===== config.mk =====
export PLATFORM = sky130hd
export DESIGN_NAME = iv_vect_unit
export DESIGN_NICKNAME = d
export VERILOG_FILES = /design/src/common/xm23_bus_pkg.sv /design/src/common/iv_routine_pkg.sv /design/src/hdl/iv_request_decode.sv /design/src/hdl/iv_step_sequencer.sv /design/src/hdl/iv_microop_table.sv /design/src/hdl/iv_vect_unit.sv
export SDC_FILE = /design/constraint.sdc
export NUM_CORES = 1
export LEC_CHECK = 0
export BUFFER_PORTS_ARGS = -buffer_cell sky130_fd_sc_hd__buf_2
export CORE_MARGIN = 2
export CORE_UTILIZATION = 49
export DETAILED_ROUTE_END_ITERATION = 10
export GPL_ROUTABILITY_DRIVEN = 0
export PLACE_DENSITY = 0.87
export SLEW_MARGIN = 20
export SYNTH_ARGS = -nofsm -noshare
export SYNTH_HDL_FRONTEND = slang
export SYNTH_SLANG_ARGS = --single-unit

===== constraint.sdc =====
create_clock -name clk -period 5.4 [get_ports clk]
set_clock_uncertainty 0.15 [all_clocks]
set_input_delay 0.81 -clock clk [delete_from_list [all_inputs] [get_ports clk]]
set_output_delay 0.81 -clock clk [all_outputs]
set_load 0.01 [all_outputs]

===== src/common/xm23_bus_pkg.sv =====
// XM-23 datapath encodings
`default_nettype none

package xm23_bus_pkg;

	// Field widths
	localparam int INST_W     = 7;	// Instruction type code
	localparam int BUS_CTRL_W = 7;	// Data and address bus controls
	localparam int PSW_CTRL_W = 2;	// PSW bus control and PSW/entry select
	localparam int REG_SEL_W  = 5;	// Register file select
	localparam int PRI_W      = 3;	// CPU priority
	localparam int PIC_W      = 8;	// Pending bit, priority, vector number

	// Instruction types driven into the execute stage
	localparam logic [INST_W-1:0] INST_LDW  = 7'd32;	// LD.W
	localparam logic [INST_W-1:0] INST_STW  = 7'd33;	// ST.W
	localparam logic [INST_W-1:0] INST_MOVW = 7'd21;	// MOV.W
	localparam logic [INST_W-1:0] INST_NONE = 7'd50;	// Invalid, no datapath action

	// Bus controls
	localparam logic [BUS_CTRL_W-1:0] BUS_IDLE        = '1;		// Bus not driven by the unit
	localparam logic [BUS_CTRL_W-1:0] DBUS_MDR_TO_REG = 7'd1;	// MDR into register file
	localparam logic [BUS_CTRL_W-1:0] DBUS_REG_TO_MDR = 7'd8;	// Register into MDR
	localparam logic [BUS_CTRL_W-1:0] DBUS_SRC_TO_DST = 7'd9;	// Register to register move
	localparam logic [BUS_CTRL_W-1:0] DBUS_PSW_TO_MDR = 7'd32;	// PSW into MDR
	localparam logic [BUS_CTRL_W-1:0] DBUS_CEX_TO_MDR = 7'd40;	// CEX state into MDR
	localparam logic [BUS_CTRL_W-1:0] DBUS_NONE       = 7'd63;	// No data transfer
	localparam logic [BUS_CTRL_W-1:0] ABUS_SP_TO_MAR  = 7'd8;	// SP drives MAR
	localparam logic [BUS_CTRL_W-1:0] ABUS_VECTOR     = 7'd32;	// Vector table address to MAR

	// PSW bus and vector word select
	localparam logic [PSW_CTRL_W-1:0] PSWBUS_IDLE      = 2'd3;	// PSW holds its value
	localparam logic [PSW_CTRL_W-1:0] PSWBUS_FROM_MDR  = 2'd1;	// PSW pulled from stack
	localparam logic [PSW_CTRL_W-1:0] PSWBUS_FROM_TEMP = 2'd2;	// Vector PSW from temp reg
	localparam logic [PSW_CTRL_W-1:0] VEC_SEL_PSW      = 2'd0;	// First word of the vector
	localparam logic [PSW_CTRL_W-1:0] VEC_SEL_ENTRY    = 2'd2;	// Handler entry point

	// Register numbers
	localparam logic [REG_SEL_W-1:0] REG_LR     = 5'd5;
	localparam logic [REG_SEL_W-1:0] REG_SP     = 5'd6;
	localparam logic [REG_SEL_W-1:0] REG_PC     = 5'd7;
	localparam logic [REG_SEL_W-1:0] REG_MINUS1 = 5'd15;	// Constant #FFFF
	localparam logic [REG_SEL_W-1:0] REG_TEMP   = 5'd16;	// Scratch for the vector PSW

endpackage

`default_nettype wire


===== src/common/iv_routine_pkg.sv =====
// Interrupt routine kinds
`default_nettype none

package iv_routine_pkg;

	localparam int ROUTINE_W = 2;	// Routine kind width

	// Routine being started or run
	localparam logic [ROUTINE_W-1:0] RT_IDLE    = 2'd0;	// No routine
	localparam logic [ROUTINE_W-1:0] RT_ENTRY   = 2'd1;	// Vector entry, also trap entry
	localparam logic [ROUTINE_W-1:0] RT_RESTORE = 2'd2;	// Plain return from handler
	localparam logic [ROUTINE_W-1:0] RT_CHAIN   = 2'd3;	// Return straight into pending vector

	// Active cycles of each routine
	localparam int ENTRY_STEPS   = 9;	// Full entry
	localparam int FAULT_STEPS   = 2;	// Trap cut short by a priority fault
	localparam int RESTORE_STEPS = 5;	// Pull CEX, PSW, clear SLP, pull LR, PC
	localparam int CHAIN_STEPS   = 4;	// Record pri, vector PSW, install, entry

endpackage

`default_nettype wire


===== src/hdl/iv_request_decode.sv =====
// Interrupt request decode
`timescale 1ns/1ps
`default_nettype none

module iv_request_decode
	import xm23_bus_pkg::*;
	import iv_routine_pkg::*;
(
	input  logic                 clk,
	input  logic                 rst,
	input  logic                 iv_enter,		// Level, entry request
	input  logic                 iv_return,		// Level, return request
	input  logic                 svc_inst,		// Entry caused by a trap
	input  logic [ROUTINE_W-1:0] routine,		// Routine now running
	input  logic                 last_step,
	input  logic [PRI_W-1:0]     curr_pri,
	input  logic [PRI_W-1:0]     new_curr_pri,	// Priority of the vector PSW
	input  logic [PRI_W-1:0]     prev_pri,		// Priority saved at entry
	input  logic [PIC_W-1:0]     pic_in,
	output logic [ROUTINE_W-1:0] req_kind,
	output logic                 trap_active,
	output logic                 pri_fault
);

	logic             pic_pending;
	logic [PRI_W-1:0] pic_pri;
	logic             chain_ok;
	logic             entry_start;
	logic             entry_end;

	assign pic_pending = pic_in[PIC_W-1];				// Top bit flags a pending vector
	assign pic_pri     = pic_in[PIC_W-2 -: PRI_W];		// Priority right below it
	assign chain_ok    = pic_pending && (pic_pri < prev_pri);

	// Entry wins over return
	always_comb begin
		if (iv_enter)
			req_kind = RT_ENTRY;
		else if (iv_return)
			req_kind = chain_ok ? RT_CHAIN : RT_RESTORE;
		else
			req_kind = RT_IDLE;
	end

	assign entry_start = (routine == RT_IDLE) && (req_kind == RT_ENTRY);	// Same edge the sequencer latches
	assign entry_end   = (routine == RT_ENTRY) && last_step;

	// Trap flag lives for the whole entry, including a faulted one
	always_ff @(posedge clk) begin
		if (rst)
			trap_active <= 1'b0;
		else if (entry_start)
			trap_active <= svc_inst;
		else if (entry_end)
			trap_active <= 1'b0;
	end

	// Trap may not lower the CPU priority
	assign pri_fault = trap_active && (new_curr_pri < curr_pri);

endmodule

`default_nettype wire


===== src/hdl/iv_step_sequencer.sv =====
// Routine step sequencer
`timescale 1ns/1ps
`default_nettype none

module iv_step_sequencer
	import iv_routine_pkg::*;
#(
	parameter int STEP_W = 4	// Must hold ENTRY_STEPS
) (
	input  logic                 clk,
	input  logic                 rst,
	input  logic [ROUTINE_W-1:0] req_kind,	// Routine asked for, RT_IDLE if none
	input  logic                 last_step,	// Current step ends the routine
	output logic [STEP_W-1:0]    step,		// 0 while idle, 1..n while active
	output logic [ROUTINE_W-1:0] routine
);

	logic idle;
	logic start;

	assign idle  = (routine == RT_IDLE);
	assign start = idle && (req_kind != RT_IDLE);	// Request only sampled here

	// Step counter
	always_ff @(posedge clk) begin
		if (rst) begin
			step <= '0;
		end else if (start) begin
			step <= STEP_W'(1);		// First step on the next cycle
		end else if (!idle) begin
			if (last_step)
				step <= '0;			// Forced idle cycle after every routine
			else
				step <= step + STEP_W'(1);
		end
	end

	// Active routine register
	always_ff @(posedge clk) begin
		if (rst) begin
			routine <= RT_IDLE;
		end else if (start) begin
			routine <= req_kind;	// Held until the last step
		end else if (!idle && last_step) begin
			routine <= RT_IDLE;
		end
	end

endmodule

`default_nettype wire


===== src/hdl/iv_microop_table.sv =====
// Micro-operation control table
`timescale 1ns/1ps
`default_nettype none

module iv_microop_table
	import xm23_bus_pkg::*;
	import iv_routine_pkg::*;
#(
	parameter int STEP_W = 4
) (
	input  logic [STEP_W-1:0]     step,
	input  logic [ROUTINE_W-1:0]  routine,
	input  logic                  pri_fault,
	output logic                  operands,			// Operands come from this unit
	output logic                  inc_iv,			// Pre-increment SP
	output logic                  dec_iv,			// Post-decrement SP
	output logic                  iv_cpu_rst,		// CPU cycle restarts at execute
	output logic                  psw_entry_update,	// Stored priority into new PSW
	output logic                  clear_cex,
	output logic                  load_cex,
	output logic                  clr_slp_bit,
	output logic                  rec_pre_pri,		// Record current priority
	output logic                  call_pri_flt,
	output logic                  use_pic_vect,		// Vector number from PIC
	output logic                  last_step,
	output logic [INST_W-1:0]     inst_type,
	output logic [BUS_CTRL_W-1:0] data_bus_ctrl_iv,
	output logic [BUS_CTRL_W-1:0] addr_bus_ctrl_iv,
	output logic [PSW_CTRL_W-1:0] psw_bus_ctrl_iv,
	output logic [PSW_CTRL_W-1:0] psw_ent,			// PSW or entry word of the vector
	output logic [REG_SEL_W-1:0]  data_src_iv,
	output logic [REG_SEL_W-1:0]  addr_src_iv,
	output logic [REG_SEL_W-1:0]  data_dst_iv
);

	always_comb begin
		// Idle values, also the base of every step
		operands         = 1'b0;
		inc_iv           = 1'b0;
		dec_iv           = 1'b0;
		iv_cpu_rst       = 1'b0;
		psw_entry_update = 1'b0;
		clear_cex        = 1'b0;
		load_cex         = 1'b0;
		clr_slp_bit      = 1'b0;
		rec_pre_pri      = 1'b0;
		call_pri_flt     = 1'b0;
		use_pic_vect     = 1'b0;
		last_step        = 1'b0;
		inst_type        = INST_NONE;
		data_bus_ctrl_iv = BUS_IDLE;
		addr_bus_ctrl_iv = BUS_IDLE;
		psw_bus_ctrl_iv  = PSWBUS_IDLE;
		psw_ent          = VEC_SEL_PSW;
		data_src_iv      = '0;
		addr_src_iv      = '0;
		data_dst_iv      = '0;

		case (routine)
			RT_ENTRY: begin
				operands   = 1'b1;
				iv_cpu_rst = 1'b1;
				last_step  = (step == STEP_W'(ENTRY_STEPS)) ||
					(pri_fault && (step == STEP_W'(FAULT_STEPS)));	// Fault ends entry early
				case (step)
					1: begin							// Vector PSW into temp
						inst_type        = INST_LDW;
						data_bus_ctrl_iv = DBUS_MDR_TO_REG;
						addr_bus_ctrl_iv = ABUS_VECTOR;
						psw_ent          = VEC_SEL_PSW;
						data_dst_iv      = REG_TEMP;
					end
					2, 3, 4, 5: begin					// Stack pushes, SP post-decrement
						inst_type        = INST_STW;
						dec_iv           = 1'b1;
						data_bus_ctrl_iv = DBUS_REG_TO_MDR;
						addr_bus_ctrl_iv = ABUS_SP_TO_MAR;
						addr_src_iv      = REG_SP;
						data_dst_iv      = REG_SP;		// Decremented SP written back
						case (step)
							2: data_src_iv = REG_PC;
							3: data_src_iv = REG_LR;
							4: data_bus_ctrl_iv = DBUS_PSW_TO_MDR;
							default: begin
								data_bus_ctrl_iv = DBUS_CEX_TO_MDR;
								rec_pre_pri      = 1'b1;	// Priority saved before new PSW
							end
						endcase
						if (pri_fault && step == 2) begin
							// Nothing pushed, the fault handler takes over
							inst_type        = INST_NONE;
							dec_iv           = 1'b0;
							call_pri_flt     = 1'b1;
							data_bus_ctrl_iv = BUS_IDLE;
							addr_bus_ctrl_iv = BUS_IDLE;
							data_src_iv      = '0;
							addr_src_iv      = '0;
							data_dst_iv      = '0;
						end
					end
					6: begin							// Install vector PSW
						psw_bus_ctrl_iv = PSWBUS_FROM_TEMP;
						data_src_iv     = REG_TEMP;
					end
					7: begin							// Handler entry point into PC
						inst_type        = INST_LDW;
						psw_entry_update = 1'b1;
						clr_slp_bit      = 1'b1;
						data_bus_ctrl_iv = DBUS_MDR_TO_REG;
						addr_bus_ctrl_iv = ABUS_VECTOR;
						psw_ent          = VEC_SEL_ENTRY;
						data_dst_iv      = REG_PC;
					end
					8: begin							// LR = #FFFF marks a handler return
						inst_type        = INST_MOVW;
						data_bus_ctrl_iv = DBUS_SRC_TO_DST;
						data_src_iv      = REG_MINUS1;
						data_dst_iv      = REG_LR;
					end
					9: begin
						clear_cex  = 1'b1;
						iv_cpu_rst = 1'b0;				// CPU resumes at fetch
					end
					default: ;
				endcase
			end

			RT_RESTORE: begin
				operands   = 1'b1;
				iv_cpu_rst = 1'b1;
				inc_iv     = 1'b1;						// Every pull pre-increments SP
				last_step  = (step == STEP_W'(RESTORE_STEPS));
				case (step)
					1, 2: begin							// CEX then PSW from stack
						inst_type        = INST_LDW;
						data_bus_ctrl_iv = DBUS_NONE;
						addr_bus_ctrl_iv = ABUS_SP_TO_MAR;
						addr_src_iv      = REG_SP;
						data_dst_iv      = REG_SP;
						if (step == 1) begin
							load_cex    = 1'b1;
							data_src_iv = REG_SP;
						end else begin
							psw_bus_ctrl_iv = PSWBUS_FROM_MDR;
						end
					end
					3: clr_slp_bit = 1'b1;
					4, 5: begin							// LR then PC from stack
						inst_type        = INST_LDW;
						data_bus_ctrl_iv = DBUS_MDR_TO_REG;
						addr_bus_ctrl_iv = ABUS_SP_TO_MAR;
						addr_src_iv      = REG_SP;
						data_src_iv      = REG_SP;
						data_dst_iv      = (step == 4) ? REG_LR : REG_PC;
					end
					default: ;
				endcase
			end

			RT_CHAIN: begin
				operands   = 1'b1;
				iv_cpu_rst = 1'b1;
				last_step  = (step == STEP_W'(CHAIN_STEPS));
				case (step)
					1: begin
						operands    = 1'b0;				// Only the priority is recorded
						rec_pre_pri = 1'b1;
					end
					2: begin							// Pending vector PSW into temp
						inst_type        = INST_LDW;
						use_pic_vect     = 1'b1;
						data_bus_ctrl_iv = DBUS_MDR_TO_REG;
						addr_bus_ctrl_iv = ABUS_VECTOR;
						psw_ent          = VEC_SEL_PSW;
						data_dst_iv      = REG_TEMP;
					end
					3: begin
						psw_bus_ctrl_iv  = PSWBUS_FROM_TEMP;
						data_src_iv      = REG_TEMP;
						psw_entry_update = 1'b1;
						clr_slp_bit      = 1'b1;
					end
					4: begin
						inst_type        = INST_LDW;
						data_bus_ctrl_iv = DBUS_MDR_TO_REG;
						addr_bus_ctrl_iv = ABUS_VECTOR;
						psw_ent          = VEC_SEL_ENTRY;
						data_dst_iv      = REG_PC;
					end
					default: ;
				endcase
			end

			default: ;									// Idle keeps the defaults
		endcase
	end

endmodule

`default_nettype wire


===== src/hdl/iv_vect_unit.sv =====
// XM-23 interrupt vector sequencer
`timescale 1ns/1ps
`default_nettype none

module iv_vect_unit
	import xm23_bus_pkg::*;
	import iv_routine_pkg::*;
#(
	parameter int STEP_W = 4
) (
	input  logic                  clk,
	input  logic                  rst,
	input  logic                  iv_enter,
	input  logic                  iv_return,
	input  logic                  svc_inst,
	input  logic [PRI_W-1:0]      curr_pri,
	input  logic [PRI_W-1:0]      new_curr_pri,
	input  logic [PRI_W-1:0]      prev_pri,
	input  logic [PIC_W-1:0]      pic_in,
	output logic                  operands,
	output logic                  inc_iv,
	output logic                  dec_iv,
	output logic                  iv_cpu_rst,
	output logic                  psw_entry_update,
	output logic                  clear_cex,
	output logic                  load_cex,
	output logic                  clr_slp_bit,
	output logic                  rec_pre_pri,
	output logic                  call_pri_flt,
	output logic                  use_pic_vect,
	output logic                  iv_done,			// High during the last step
	output logic                  result,			// Trap in progress
	output logic [INST_W-1:0]     inst_type,
	output logic [BUS_CTRL_W-1:0] data_bus_ctrl_iv,
	output logic [BUS_CTRL_W-1:0] addr_bus_ctrl_iv,
	output logic [PSW_CTRL_W-1:0] psw_bus_ctrl_iv,
	output logic [PSW_CTRL_W-1:0] psw_ent,
	output logic [REG_SEL_W-1:0]  data_src_iv,
	output logic [REG_SEL_W-1:0]  addr_src_iv,
	output logic [REG_SEL_W-1:0]  data_dst_iv
);

	logic [ROUTINE_W-1:0] req_kind;
	logic [ROUTINE_W-1:0] routine;
	logic [STEP_W-1:0]    step;
	logic                 trap_active;
	logic                 pri_fault;

	assign result = trap_active;

	iv_request_decode u_decode (
		.clk(clk), .rst(rst), .iv_enter(iv_enter), .iv_return(iv_return),
		.svc_inst(svc_inst), .routine(routine), .last_step(iv_done),
		.curr_pri(curr_pri), .new_curr_pri(new_curr_pri), .prev_pri(prev_pri),
		.pic_in(pic_in), .req_kind(req_kind), .trap_active(trap_active),
		.pri_fault(pri_fault)
	);

	iv_step_sequencer #(.STEP_W(STEP_W)) u_seq (
		.clk(clk), .rst(rst), .req_kind(req_kind), .last_step(iv_done),
		.step(step), .routine(routine)
	);

	iv_microop_table #(.STEP_W(STEP_W)) u_table (
		.step(step), .routine(routine), .pri_fault(pri_fault),
		.operands(operands), .inc_iv(inc_iv), .dec_iv(dec_iv), .iv_cpu_rst(iv_cpu_rst),
		.psw_entry_update(psw_entry_update), .clear_cex(clear_cex), .load_cex(load_cex),
		.clr_slp_bit(clr_slp_bit), .rec_pre_pri(rec_pre_pri), .call_pri_flt(call_pri_flt),
		.use_pic_vect(use_pic_vect), .last_step(iv_done), .inst_type(inst_type),
		.data_bus_ctrl_iv(data_bus_ctrl_iv), .addr_bus_ctrl_iv(addr_bus_ctrl_iv),
		.psw_bus_ctrl_iv(psw_bus_ctrl_iv), .psw_ent(psw_ent), .data_src_iv(data_src_iv),
		.addr_src_iv(addr_src_iv), .data_dst_iv(data_dst_iv)
	);

endmodule

`default_nettype wire


==> results.json <==
{
  "status": "finished, final reports clean",
  "dpl.hpwl_mm": 2.69,
  "crit_start": "u_seq.step[0]",
  "die_area_um2": 3270,
  "worstHoldStart": "u_decode.trap_active",
  "clock-sinks": 7,
  "wl_per_cell_um": 12.1,
  "cts_root_buf": "clkbuf_4",
  "seq_area_frac_synth": 0.101,
  "pwr-share-clk": 0.170,
  "slowest_stage": "ha_1",
  "synth_cells": 219,
  "critPathRequiredTime_ps": 4440,
  "layout_commonest_cell": "buf_2",
  "hold_class": "flip-flop to flip-flop",
  "dr_total_vias": 1659,
  "drive_gt1_frac": 0.284,
  "fin_ws_ps": 1930,
  "async_reset_ff_frac": 0,
  "post_cts_resized": 0,
  "grt_remaining_overflow": 0,
  "final.setup.tns_ps": 0,
  "pre_cts_ws_ps": 1970,
  "relSlewSlack": 0.553,
  "cts_buffers": 3,
  "intPower_mw": 0.151,
  "netSwitchingPower_mw": 0.136,
  "vias_per_cell": 5.62,
  "vdd_drop_max_v": 0.000168,
  "netlist.area_leader.share": 0.117,
  "combPwrFrac": 0.612,
  "synth.cell_area_um2": 1390,
  "ys_seq_elements": 7,
  "maxUsedRoutingLayer": "met4",
  "yosysWarnings": 0,
  "clock_path_buffers": 2,
  "yosysTopAreaCell": "ha_1",
  "grt_max_degree": 19,
  "cellPowerDensity_nw_per_um2": 177,
  "antenna_cells": 0,
  "numPortBuffers": 63,
  "cp_max_fo": 14,
  "rows": 19,
  "syn2layout_area_growth_pct": 16.9,
  "crit_path_end_kind": "primary output",
  "core_um2": 2710,
  "worst_pin_slew_ps": 669,
  "synthFlopType": "dfxtp_1",
  "nNetsFinal": 300,
  "drc": 0,
  "postRouteAntennaNets": 0,
  "io-pin-count": 75,
  "first_pass_iters": 4,
  "synth_area_per_cell_um2": 6.33,
  "cp_cell_sequence": "ha_1 > nor3b_4 > nor3_2 > o21ai_0 > or2_2 > a21boi_0 > buf_2",
  "dpl-instance-area_um2": 1590,
  "die_y_um": 57.2,
  "cts_tree": "done",
  "critPathMaxStageDelay_ps": 540,
  "rsz0062_at_grt": "no",
  "synthTopCellsByArea": "ha_1 12%, dfxtp_1 10%, buf_4 8.7%, nand2_1 8.7%, nor2_1 5.7%",
  "initial_utilization": 0.512,
  "fin_crit_ps": 3470,
  "synth_cell_type_count": 46,
  "insertion_delay_ps": 260,
  "start_kind": "flip-flop",
  "r2r_start": "u_seq.routine[1]",
  "layout_common_cells": "63 x buf_2, 32 x nand2_1, 21 x nor2_1",
  "power_leakage_nw": 0.825,
  "fmax_ghz": 0.288,
  "regArea_um2": 140,
  "routed_wl_mm": 3.58,
  "setup_viol": 0,
  "drt-met1-wl_mm": 1.51,
  "clk_pin_slew_ps": 50,
  "period_share": 0.643,
  "crit_type": "flip-flop to primary output",
  "finalHoldViolCount": 0,
  "power.share.sequential": 0.218,
  "cp_top_family": "simple AND/OR/NAND/NOR gates",
  "detail_route.iter0.violations": 72,
  "critPathBufInv": 1,
  "multiInputGateArea_um2": 1020,
  "grt_pass1_wl_mm": 5.69,
  "fill_cells": 274,
  "track_usage": 0.214,
  "met3_length_um": 364,
  "antenna_found_initial": 0,
  "worstPathArrival_ps": 2510,
  "design_area_um2": 1620,
  "wl_met2_mm": 1.69,
  "finalMaxSlewViolations": 0,
  "grt_pass1_vias": 1369,
  "synth_edf_count": 0,
  "holdBufCountCts": 0,
  "postCtsSetupRepairBufs": 0,
  "die_w_um": 57.2,
  "cap_violations": 0,
  "swShare": 0.474,
  "cts_max_level": 1
}
-- cell families (layout without fill, tap and decap cells) --
family          after synthesis  in the layout  synth area share
compound gates               58             58             0.271
fa+ha+maj                    13             13             0.117
buf+inv                      48             87             0.176
flops                         7              7             0.101
mux                           2              2            0.0144
other cells                   1              7           0.00270
simple gates                 90             90             0.318
-- synthesized netlist by cell type, drive strengths merged (2+ instances only) --
cell type	instances
o21a	2
or2	3
nor2	21
a31oi	3
buf	19
nand2	32
a21boi	4
ha	13
nand2b	3
o22ai	4
or4	2
nor3b	2
a21oi	14
dfxtp	7
clkbuf	9
and3	2
nor2b	4
o2111ai	2
nor3	7
mux2i	2
a22oi	2
a31o	2
inv	20
nand3	10
a211oi	2
o21ai	13
-- per-stage QoR --
stage	utilization	cells	total power [mW]	hold WS (ps)
2_1_floorplan	-	225	0.198	341
3_3_place_gp	0.588	291	0.234	328
3_5_place_dp	0.588	291	0.236	344
4_1_cts	0.598	295	0.286	351
5_1_grt	0.598	295	0.311	386
6_report	0.598	295	0.286	342
-- final timing paths --
path	slack, ps	cells past startpoint	end
worst max-delay path	1930	7	addr_src_iv[2]
worst min-delay path	340	2	u_decode.trap_active
worst max register to register	3110	7	u_seq.step[3]
worst min register to register	340	2	u_decode.trap_active
-- flip-flops by register name (all words and copies together), names as in the netlist --
signal and cells:
u_decode.trap_active 1, u_seq.routine 2, u_seq.step 4
-- power groups by stage --
stage | combinational [mW] | clock [mW] | sequential [mW]
2_1_floorplan | 0.136 | 0 | 0.0617
3_5_place_dp | 0.173 | 0 | 0.0633
3_3_place_gp | 0.170 | 0 | 0.0631
6_report | 0.175 | 0.0488 | 0.0623
4_1_cts | 0.174 | 0.0505 | 0.0622
5_1_grt | 0.194 | 0.0539 | 0.0632
-- per-layer routing --
layer  track usage  vias to the layer above
li1              -                      823
met1         0.265                      744
met2         0.355                       88
met3        0.0748                        4
met4        0.0532                        0
met5             0                        -
-- worst register-to-register path, delay by kind of cell (launching register included) --
family / cells / cell delay [ps]
compound gates: 4 / 740
fa+ha+maj: 1 / 470
flops: 1 / 350
simple gates: 1 / 340
buf+inv: 1 / 140
-- area by class of cell --
| cell class | instances | area share |
|---|---|---|
| tap | 31 | 0.0239 |
| multi-input combinational | 170 | 0.632 |
| timing repair buffer | 63 | 0.195 |
| inverter | 20 | 0.0463 |
| clock buffer | 4 | 0.0162 |
| sequential | 7 | 0.0865 |
(Power assumes the default switching activity.)
